## src/hdl/procPkg.sv

```systemverilog
package procPkg;

   localparam int dataWidth    = 16;                 // Data, instruction and address width
   localparam int regAddrWidth = 3;                  // Register index width
   localparam int numRegs      = 1 << regAddrWidth;  // Eight general registers

   // Primary opcodes, anything not listed traps as illegal
   typedef enum logic [4:0] {
      opHalt = 5'b00000,  // Stop the core
      opNop  = 5'b00001,  // No operation
      opJ    = 5'b00100,  // PC relative jump
      opAddi = 5'b01000,  // rd = rs + imm5
      opSubi = 5'b01001,  // rd = imm5 - rs
      opBeqz = 5'b01100,  // Branch if rs is zero
      opBnez = 5'b01101,  // Branch if rs is nonzero
      opSt   = 5'b10000,  // mem[rs + imm5] = rd
      opLd   = 5'b10001,  // rd = mem[rs + imm5]
      opLbi  = 5'b11000,  // rs = imm8
      opAlu  = 5'b11011   // R-type, func picks the operation
   } opcodeT;

   typedef enum logic [1:0] {
      aluAdd = 2'b00,  // Wrapping add
      aluSub = 2'b01,  // Second operand minus first
      aluAnd = 2'b10,  // Bitwise and
      aluXor = 2'b11   // Bitwise xor
   } aluOpT;

   typedef enum logic [1:0] {
      destRt,  // I-type destination in bits 7:5
      destRd,  // R-type destination in bits 4:2
      destRs   // LBI writes its rs field
   } regDestT;

   // Immediate select codes
   localparam logic [1:0] immSel5  = 2'd0;  // ADDI, SUBI, LD, ST
   localparam logic [1:0] immSel8  = 2'd1;  // LBI and branches
   localparam logic [1:0] immSel11 = 2'd2;  // J

   // ALU operand select bits
   localparam int aluSrcImmBit  = 0;  // Operand B from the immediate
   localparam int aluSrcZeroBit = 1;  // Operand A forced to zero

   // Instruction field positions
   localparam int opcodeHi = 15;
   localparam int opcodeLo = 11;
   localparam int rsHi     = 10;
   localparam int rsLo     = 8;
   localparam int rtHi     = 7;
   localparam int rtLo     = 5;
   localparam int rdHi     = 4;   // R-type destination
   localparam int rdLo     = 2;
   localparam int iRdHi    = 7;   // I-type destination
   localparam int iRdLo    = 5;
   localparam int funcHi   = 1;   // R-type function
   localparam int funcLo   = 0;
   localparam int imm5Hi   = 4;
   localparam int imm5Lo   = 0;
   localparam int imm8Hi   = 7;
   localparam int imm8Lo   = 0;
   localparam int disp11Hi = 10;
   localparam int disp11Lo = 0;

endpackage
```

## src/hdl/execute.sv

```systemverilog
`timescale 1ns/1ns

module execute (
   input  logic [procPkg::dataWidth-1:0] regVal1,      // rs
   input  logic [procPkg::dataWidth-1:0] regVal2,      // rt
   input  logic [procPkg::dataWidth-1:0] immExt,
   input  logic [1:0]                    aluSrc,       // Operand select bits
   input  procPkg::aluOpT                aluOp,
   input  logic                          branch,
   input  logic                          branchNot,    // Invert zero test
   output logic [procPkg::dataWidth-1:0] aluResult,
   output logic                          branchTaken
);

   logic [procPkg::dataWidth-1:0] opA;     // rs side
   logic [procPkg::dataWidth-1:0] opB;     // rt or immediate side
   logic                          isZero;

   // Operand select
   assign opA = aluSrc[procPkg::aluSrcZeroBit] ? '0 : regVal1;      // Zero for LBI
   assign opB = aluSrc[procPkg::aluSrcImmBit] ? immExt : regVal2;

   // ALU, all ops wrap at data width
   always_comb begin
      case (aluOp)
         procPkg::aluAdd: aluResult = opA + opB;
         procPkg::aluSub: aluResult = opB - opA;  // rt - rs or imm - rs
         procPkg::aluAnd: aluResult = opA & opB;
         procPkg::aluXor: aluResult = opA ^ opB;
         default:         aluResult = '0;
      endcase
   end

   // Branch condition on rs
   assign isZero      = (regVal1 == '0);
   assign branchTaken = branch && (isZero != branchNot);  // BEQZ on zero, BNEZ otherwise

endmodule

```

## config.mk

```make
export PLATFORM = sky130hd
export DESIGN_NAME = execute
export DESIGN_NICKNAME = d
export VERILOG_FILES = /design/src/hdl/procPkg.sv /design/src/hdl/execute.sv
export SDC_FILE = /design/constraint.sdc
export NUM_CORES = 1
export LEC_CHECK = 0
export ABC_CLOCK_PERIOD_IN_PS = 8600
export BUFFER_PORTS_ARGS = -buffer_cell sky130_fd_sc_hd__buf_2
export CAP_MARGIN = 10
export CORE_AREA = 2 2 97 52
export DETAILED_ROUTE_END_ITERATION = 16
export DIE_AREA = 0 0 99 54
export PLACE_DENSITY_LB_ADDON = 0.15
export SETUP_SLACK_MARGIN = 0.15
export SYNTH_ARGS = -nofsm -noshare
export SYNTH_HDL_FRONTEND = slang
export SYNTH_SLANG_ARGS = --single-unit
export TNS_END_PERCENT = 1
```

## constraint.sdc

```tcl
create_clock -name vclk -period 8.6
set_clock_uncertainty 0.2 [all_clocks]
set_input_delay 0 -clock vclk [all_inputs]
set_output_delay 0 -clock vclk [all_outputs]
set_load 0.02 [all_outputs]
```

[After elaboration in Yosys (flattened, before gate mapping)]
Index checks and enable logic that the tools add are counted.
Word-level totals
  bits in registers: 0
  input bits: 54
Cells by class
  multiplexer cells: 3
  reductions and logical operators: 3
  equality and inequality tests: 4
  bitwise logic cells: 2
  add/subtract/negate cells: 2
Operators with widths (number)
  $pmux W16 S4: 1
  $mux W16: 2
  $add A16 B16 Y16: 1
  $and A16 B16 Y16: 1
  $logic_not A16 Y1: 1
  $sub A16 B16 Y16: 1
  $xor A16 B16 Y16: 1
  $eq A2 B2 Y1 const B: 2
  $eq A2 B1 Y1 const B: 1
  $logic_not A2 Y1: 1
  $logic_and A1 B1 Y1: 1
  $ne A1 B1 Y1: 1

[Depth between registers and ports, before layout]
Gate-level depths: netlist (run 1).
  depth after elaboration: 3
  depth in mapped cells: 15
  mapped depth without buffers: 14

[Worst setup path before layout (run 1)]
No wires, ideal clock.
  path type: in2out
  from: input aluSrc[0]
  to: output aluResult[14] (netlist name)
  arrival: 2.803 ns
  buffers on the path: 2
  data required time: 8.400 ns
  stages: 12
  slack: 5.597 ns
  cell sequence: buf_2 -> buf_1 -> mux2i_1 -> ha_1 -> inv_1 -> fa_1 -> a211oi_1 -> o211ai_1 -> a21oi_1 -> o21ai_0 -> xnor2_1 -> o21ai_0
On the way
  longest elaborated chain between the ends: 3
  elaborated cells on any way between the ends: 6
  classes of those cells: 2 x add/sub; 2 x mux; 2 x bitwise
RTL lines
  start: declaration: line execute.sv:7  | input logic [1:0] aluSrc,
  $mux W16 (*): line execute.sv:21  | assign opB = aluSrc[procPkg::aluSrcImmBit] ? immExt : regVal2;
  $sub A16 B16 Y16, or another cell as far along: line execute.sv:27  | procPkg::aluSub: aluResult = opB - opA;
  $pmux W16 S4 (*): line execute.sv:25  | case (aluOp)
  end: declaration: line execute.sv:11  | output logic [procPkg::dataWidth-1:0] aluResult,
Mark *: on every way between the ends. The rest lies on a longest branch, timed or not.

[Worst setup path after layout (run 1)]
  from: input aluOp[0]
  to: output aluResult[15] (netlist name)
On the way
  longest elaborated chain between the ends: 2
  elaborated cells on any way between the ends: 5
  classes of those cells: 3 x eq/ne; 1 x mux; 1 x reduce/logical
RTL lines
  start: declaration: line execute.sv:8  | input procPkg::aluOpT aluOp,
  $eq A2 B2 Y1, or another cell as far along: line execute.sv:25
  $pmux W16 S4 (*): line execute.sv:25
Marks and branches as above.

==> out/metrics.json, run 1 <==
{
  "global_route": {
    "global_route.overflow_total": 0,
    "globalRouteTotalUtil_pct": 20.40,
    "grt_pass1_wl_um": 8790,
    "antenna_found_initial": 0,
    "grt_max_degree": 27,
    "grt_pass1_vias": 1782
  },
  "detailed_routing": {
    "vias": 2093,
    "detail_route.drc_violations": 0,
    "routed_wire_length_per_instance_um": 14.56,
    "met2RoutedLength_um": 2203,
    "wirelength_um": 5534,
    "detailedRoute.firstPassIterationCount": 4,
    "drt-vias-per-instance": 5.508,
    "final_antenna_net_count": 0,
    "detailedRoute.firstIterationViolations": 95,
    "met3RoutedLength_um": 267,
    "routed.top_layer": "met3",
    "routedLengthMet1_um": 3063
  },
  "run_status": {
    "outcome": "complete, no violations"
  },
  "sta": {
    "unrepaired_setup_endpoints_after_global_routing": "false",
    "finalHoldViolCount": 0,
    "slew_headroom_pct": 60.57,
    "fin_crit_sh_pct": 41.50,
    "setup_violations": 0,
    "worst_pin_slew_ns": 0.5861,
    "whs_ns": 0.1537,
    "fin_setup_tns_ns": 0,
    "final_max_slew_viols": 0,
    "final_period_minus_worst_setup_slack_ns": 3.569,
    "fmax_mhz": 280.2
  },
  "place": {
    "numPlacedInstances": 380,
    "finalWeightedCongestion": 0.9267,
    "portBuffers": 71,
    "dp_hpwl_um": 4519
  },
  "worst_setup_path": {
    "timing.critical_path.slowest_cell_delay_ns": 0.49,
    "timing.setup.critical_path_class": "input port to output port",
    "cp_cell_sequence": "buf_2, nor2b_1, a21oi_1, inv_1, o31ai_1, a21oi_1, xor2_1, ha_1, a21o_1, a211o_1, a211o_1, and3_1, o31a_1, buf_2",
    "setup.worst_path.start_class": "input port",
    "critPathTopFamily": "compound AO/OA/AOI/OAI gates",
    "critPathRequiredTime_ns": 8.40,
    "worst_ep_arrival_time_ns": 3.37,
    "worst-path-max-fanout": 21,
    "critPathCaptureType": "output port",
    "critPathBufInv": 3,
    "critPathSlowestCell": "nor2b_1"
  },
  "power": {
    "power_frac_comb_pct": 100.0,
    "power.sequential.fraction_pct": 0,
    "power.density_nw_per_um2": 94.39,
    "power.switching_mw": 0.1259,
    "internal-power_mw": 0.09485,
    "clock_share_of_power_pct": 0,
    "power.switching_fraction_pct": 57.02,
    "post-layout-total-power_mw": 0.2207,
    "ir_worst_vdd_mv": 0.05198,
    "p_leak_nw": 1.151
  },
  "hold_path": {
    "min_path_type": "input port to output port"
  },
  "floorplan": {
    "coreArea_um2": 4617,
    "initial_core_util_pct": 42.20,
    "floorplan.io_pins": 71,
    "floorplan.die.width_um": 99,
    "fp.dieH_um": 54,
    "dieArea_um2": 5346,
    "placementRows": 18
  },
  "cells_and_area": {
    "multiInputGateArea_um2": 1874,
    "nFillCells": 462,
    "numSequentialCells": 0,
    "register_area_um2": 0,
    "final_core_util_pct": 50.65,
    "final_cells": 380,
    "count_of_antenna_diodes_in_the_layout": 0,
    "fin_nets": 408,
    "layout-drive-gt1-share_pct": 28.44,
    "syn2layout_area_growth_pct": 20.04,
    "clock_buffers": 0
  },
  "synth": {
    "ys_seq_area_share_pct": 0,
    "synthCells": 259,
    "ys.warnings.count": 0,
    "synth.cell_area_um2": 1948,
    "synth_nets": 345,
    "synth.distinct_cells": 47,
    "average_size_of_a_mapped_cell_um2": 7.522
  },
  "run": {
    "drv.max_cap_violation_count": 0
  },
  "clock_tree": {
    "cts.repair_timing.setup_buffer_count": 0,
    "cts_hold_buffers": 0,
    "cts_resized": 0
  }
}
## metal layers
| layer | vias to the layer above | track usage, % |
|---|---|---|
| li1 | 1090 | - |
| met5 | - | 0 |
| met2 | 55 | 32.21 |
| met4 | 0 | 0 |
| met3 | 0 | 0.7792 |
| met1 | 948 | 32.23 |
## cell usage after synthesis (3+ instances only)
| master | n | area share [%] |
|---|---|---|
| nor3_1 | 6 | 1.5 |
| o21a_1 | 5 | 1.9 |
| or3_1 | 4 | 1.3 |
| xnor2_1 | 17 | 7.6 |
| nand2_1 | 11 | 2.1 |
| nand2b_1 | 8 | 2.6 |
| inv_1 | 9 | 1.7 |
| nor2_1 | 17 | 3.3 |
| o21ai_0 | 20 | 5.1 |
| xor2_1 | 4 | 1.8 |
| o31ai_1 | 5 | 1.9 |
| a21o_1 | 6 | 2.3 |
| mux2i_1 | 15 | 7.7 |
| o21bai_1 | 3 | 1.2 |
| ha_1 | 31 | 20 |
| nor2b_1 | 18 | 5.8 |
| a211oi_1 | 8 | 3.1 |
| o31a_1 | 4 | 1.8 |
| mux2_2 | 15 | 8.7 |
| a21oi_1 | 14 | 3.6 |
| clkbuf_1 | 6 | 1.2 |
## stage by stage
stage / setup slack (ns) / cell area [µm²]
2_1_floorplan: 5.597 / 1948
3_3_place_gp: 5.170 / 2338
3_5_place_dp: 5.075 / 2338
4_1_cts: 5.065 / 2338
5_1_grt: 4.831 / 2338
6_report: 5.031 / 2338
## layout make-up
cell class | instances | share of cell area [%]
Multi-Input combinational cell | 240 | 80.15
Timing Repair Buffer | 71 | 15.20
Tap cell | 60 | 3.210
Inverter | 9 | 1.445
## power by group through the flow
stage	combinational, mW	sequential (mW)	clock [mW]
2_1_floorplan	0.159	0	0
3_3_place_gp	0.216	0	0
3_5_place_dp	0.217	0	0
4_1_cts	0.219	0	0
5_1_grt	0.243	0	0
6_report	0.221	0	0
## final timing paths
| kind | start | end | slack (ns) | cells past startpoint |
|---|---|---|---|---|
| min | branch | branchTaken | 0.15 | 3 |
| max | aluOp[0] | aluResult[15] | 5.03 | 14 |
## kinds of logic after synthesis
group / Yosys count / share of synthesized area [%]
AOI/OAI and AO/OA: 79 / 26.53
muxes: 30 / 16.38
xor gates and xnor gates: 21 / 9.441
buffers and inverters: 19 / 3.789
adders and majority gates: 32 / 20.94
and+or+nand+nor: 78 / 22.93
## cell usage in the layout (no fill, tap or decap), drive strengths merged, types with 9 or more instances in the layout
cell and count:
nor2b 18, ha 31, inv 9, xnor2 17
mux2 15, nor2 17, o21ai 21, buf 71
a21oi 14, nand2 12, mux2i 15
Power figures use the tool's default switching activity.
==> inputs of run 2 (changes only) <==
Settings changed: ABC_CLOCK_PERIOD_IN_PS 8600 to 2900.
Clock period 8.6 ns to 2.9 ns, I/O delays scaled along.
==> run 2 against run 1 <==
  * The flow now finishes with violations (setup timing)
  * Routed wire length increased by 14%
  * Cell area increased by 19%
  * Flip-flop and latch count unchanged
  * Sequential share of layout area unchanged
  * First-iteration DRC count increased by 15%
  * Critical path depth decreased by 1
  * Non-clock buffer count increased by 44
  * Largest power group unchanged
==> out/metrics.json, run 2 (same netlist as run 1, synthesis figures left out) <==
{
  "detailed_routing": {
    "detailedRoute.firstPassIterationCount": {"value": 4, "change": "unchanged"},
    "final_antenna_net_count": {"value": 0, "change": "unchanged"},
    "detailedRoute.firstIterationViolations": {"value": 109, "change": "+15%"},
    "wirelength": {"value": 6292, "unit": "µm", "change": "+14%"},
    "drt-vias-per-instance": {"value": 5.401, "change": "-1.9%"},
    "vias": {"value": 2290, "change": "+9.4%"},
    "routed_wire_length_per_instance": {"value": 14.84, "unit": "µm", "change": "+1.9%"},
    "detail_route.drc_violations": {"value": 0, "change": "unchanged"}
  },
  "sta": {
    "slew_headroom": {"value": 70.17, "unit": "%", "change": "+9.6 points"},
    "fin_crit_sh_pct": 106.2,
    "final_period_minus_worst_setup_slack_ns": 3.080,
    "fin_ws": {"value": -0.1804, "unit": "ns", "change": "-5.212 ns"},
    "worst_pin_slew": {"value": 0.4438, "unit": "ns", "change": "-0.1423 ns"},
    "finalHoldViolCount": {"value": 0, "change": "unchanged"},
    "unrepaired_setup_endpoints_after_global_routing": "true",
    "setup_violations": {"value": 4, "change": "+4"},
    "final_max_slew_viols": {"value": 0, "change": "unchanged"},
    "fmax_mhz": 324.6
  },
  "global_route": {
    "grt_max_degree": {"value": 25, "change": "-7.4%"},
    "global_route.usage.met3": {"value": 0.9091, "unit": "%", "change": "+0.13 points"},
    "global_routing_usage_on_met2": {"value": 36.37, "unit": "%", "change": "+4.2 points"},
    "grt_use_met1": {"value": 36.99, "unit": "%", "change": "+4.8 points"},
    "global_route.overflow_total": {"value": 0, "change": "unchanged"},
    "globalRouteTotalUtil": {"value": 23.25, "unit": "%", "change": "+2.9 points"},
    "grt.busiest_layer": "met1",
    "grt_pass1_wl": {"value": 10070, "unit": "µm", "change": "+15%"},
    "antenna_found_initial": {"value": 0, "change": "unchanged"},
    "grt_pass1_vias": {"value": 2043, "change": "+15%"}
  },
  "place": {
    "finalWeightedCongestion": {"value": 0.9045, "change": "-2.4%"},
    "preCtsSetupSlack": {"value": -0.2508, "unit": "ns", "change": "-5.326 ns"},
    "dp_hpwl": {"value": 5337, "unit": "µm", "change": "+18%"},
    "portBuffers": {"value": 71, "change": "unchanged"}
  },
  "cells_and_area": {
    "clock_buffers": {"value": 0, "change": "unchanged"},
    "numSequentialCells": {"value": 0, "change": "unchanged"},
    "count_of_antenna_diodes_in_the_layout": {"value": 0, "change": "unchanged"},
    "syn2layout_area_growth_pct": 43.42,
    "layout-drive-gt1-share": {"value": 42.03, "unit": "%", "change": "+14 points"},
    "layout_common_cells": "buf_2 (67), buf_4 (45), ha_1 (30)",
    "register_area": {"value": 0, "unit": "µm²", "change": "unchanged"},
    "final_common_cell": "buf_2",
    "fin_nets": {"value": 452, "change": "+11%"}
  },
  "run_status": {
    "outcome": "complete, but fails checks",
    "failed_checks": "setup timing"
  },
  "hold_path": {
    "holdPathEnd": "branchTaken",
    "min-delay-start": "branch",
    "min_path_type": "input port to output port",
    "min_path_cells": {"value": 3, "change": "unchanged"}
  },
  "power": {
    "p_leak": {"value": 1.395, "unit": "nW", "change": "+21%"},
    "post-layout-total-power": {"value": 0.7976, "unit": "mW", "change": "+260%"},
    "ir_worst_vdd": {"value": 0.1437, "unit": "mV", "change": "+180%"},
    "power.density": {"value": 285.5, "unit": "nW/µm²", "change": "+200%"}
  },
  "clock_tree": {
    "cts.repair_timing.setup_buffer_count": {"value": 0, "change": "unchanged"},
    "cts_hold_buffers": {"value": 0, "change": "unchanged"}
  },
  "worst_setup_path": {
    "critPathRequiredTime": {"value": 2.70, "unit": "ns", "change": "-5.70 ns"},
    "setup.worst_path.start_class": "input port",
    "worst-path-max-fanout": {"value": 3, "change": "-86%"},
    "worst_ep_arrival_time": {"value": 2.88, "unit": "ns", "change": "-0.49 ns"},
    "timing.setup.critical_path_class": "input port to output port",
    "critPathCaptureType": "output port"
  },
  "floorplan": {
    "floorplan.die.width": {"value": 99, "unit": "µm", "change": "unchanged"},
    "coreArea": {"value": 4617, "unit": "µm²", "change": "unchanged"},
    "dieArea": {"value": 5346, "unit": "µm²", "change": "unchanged"},
    "initial_core_util": {"value": 42.20, "unit": "%", "change": "unchanged"},
    "placementRows": {"value": 18, "change": "unchanged"},
    "floorplan.io_pins": {"value": 71, "change": "unchanged"},
    "fp.dieH": {"value": 54, "unit": "µm", "change": "unchanged"}
  },
  "run": {
    "drv.max_cap_violation_count": {"value": 0, "change": "unchanged"}
  }
}
## run 2: cell types whose count changed in the layout (fill, tap and decap cells not counted), moves of 4 or more
cell	delta
o21ai_0	-4
a211oi_1	-5
buf_2	-4
buf_4	+45
a211oi_2	+5
## run 2: metal layers
layer / up-vias / part of all wire [%]
li1: 1175 / -
met1: 1036 / 55
met2: 79 / 38
met3: 0 / 6.2
met4: 0 / 0
met5: - / 0
## run 2: layout make-up
cell class | instances | area [µm²]
multi-input combinational | 240 | 1978
tap | 60 | 75.07
fill | 432 | 1823
timing repair buffer | 115 | 706.9
inverter | 9 | 33.78
## run 2: worst max-delay path, stage by stage
cell and delay (ns):
buf_6 0.09, or4_4 0.57, nor3_4 0.18, o31ai_2 0.10
a21oi_1 0.16, xor2_1 0.18, ha_1 0.27, a21o_1 0.18
a211o_1 0.33, a211o_1 0.28, and3_1 0.16, o31a_1 0.25
buf_6 0.14
## run 2: report_power, final
part	internal, mW	leakage [nW]	switching [mW]
registers	0	0	0
clock network	0	0	0
logic	0.376	1.39	0.422
## run 2: what timing repair did
item | in CTS | in global routing
resized for setup | 13 | 12
hold endpoints to repair | 0 | 0
pin swaps | 3 | 2
endpoints found under the setup margin | 9 | 9
## run 2: through the flow
stage          cell area, µm²  TNS [ns]  util (%)  cells  hold slack (ns)
6_report                 2794   -0.2626     60.51    424           0.1562
5_1_grt                  2794    -1.412     60.51    424           0.1803
4_1_cts                  2741   -0.2979     59.38    424           0.1591
3_5_place_dp             2678    -1.113     57.99    424           0.1573
3_3_place_gp             2678   -0.5596     57.99    424           0.1544
2_1_floorplan            1957         0         -    259         -0.03076
## run 2: worst max path at each step
stage,start,to,slack (ns),cells after the start
global route,regVal1[7],aluResult[15],-0.32,13
detailed placement,regVal1[7],aluResult[15],-0.25,13
floorplan,aluSrc[1],aluResult[15],0.03,14
CTS,regVal1[7],aluResult[15],-0.15,13
finish,regVal1[7],aluResult[15],-0.18,13
global placement,regVal1[7],aluResult[15],-0.21,13
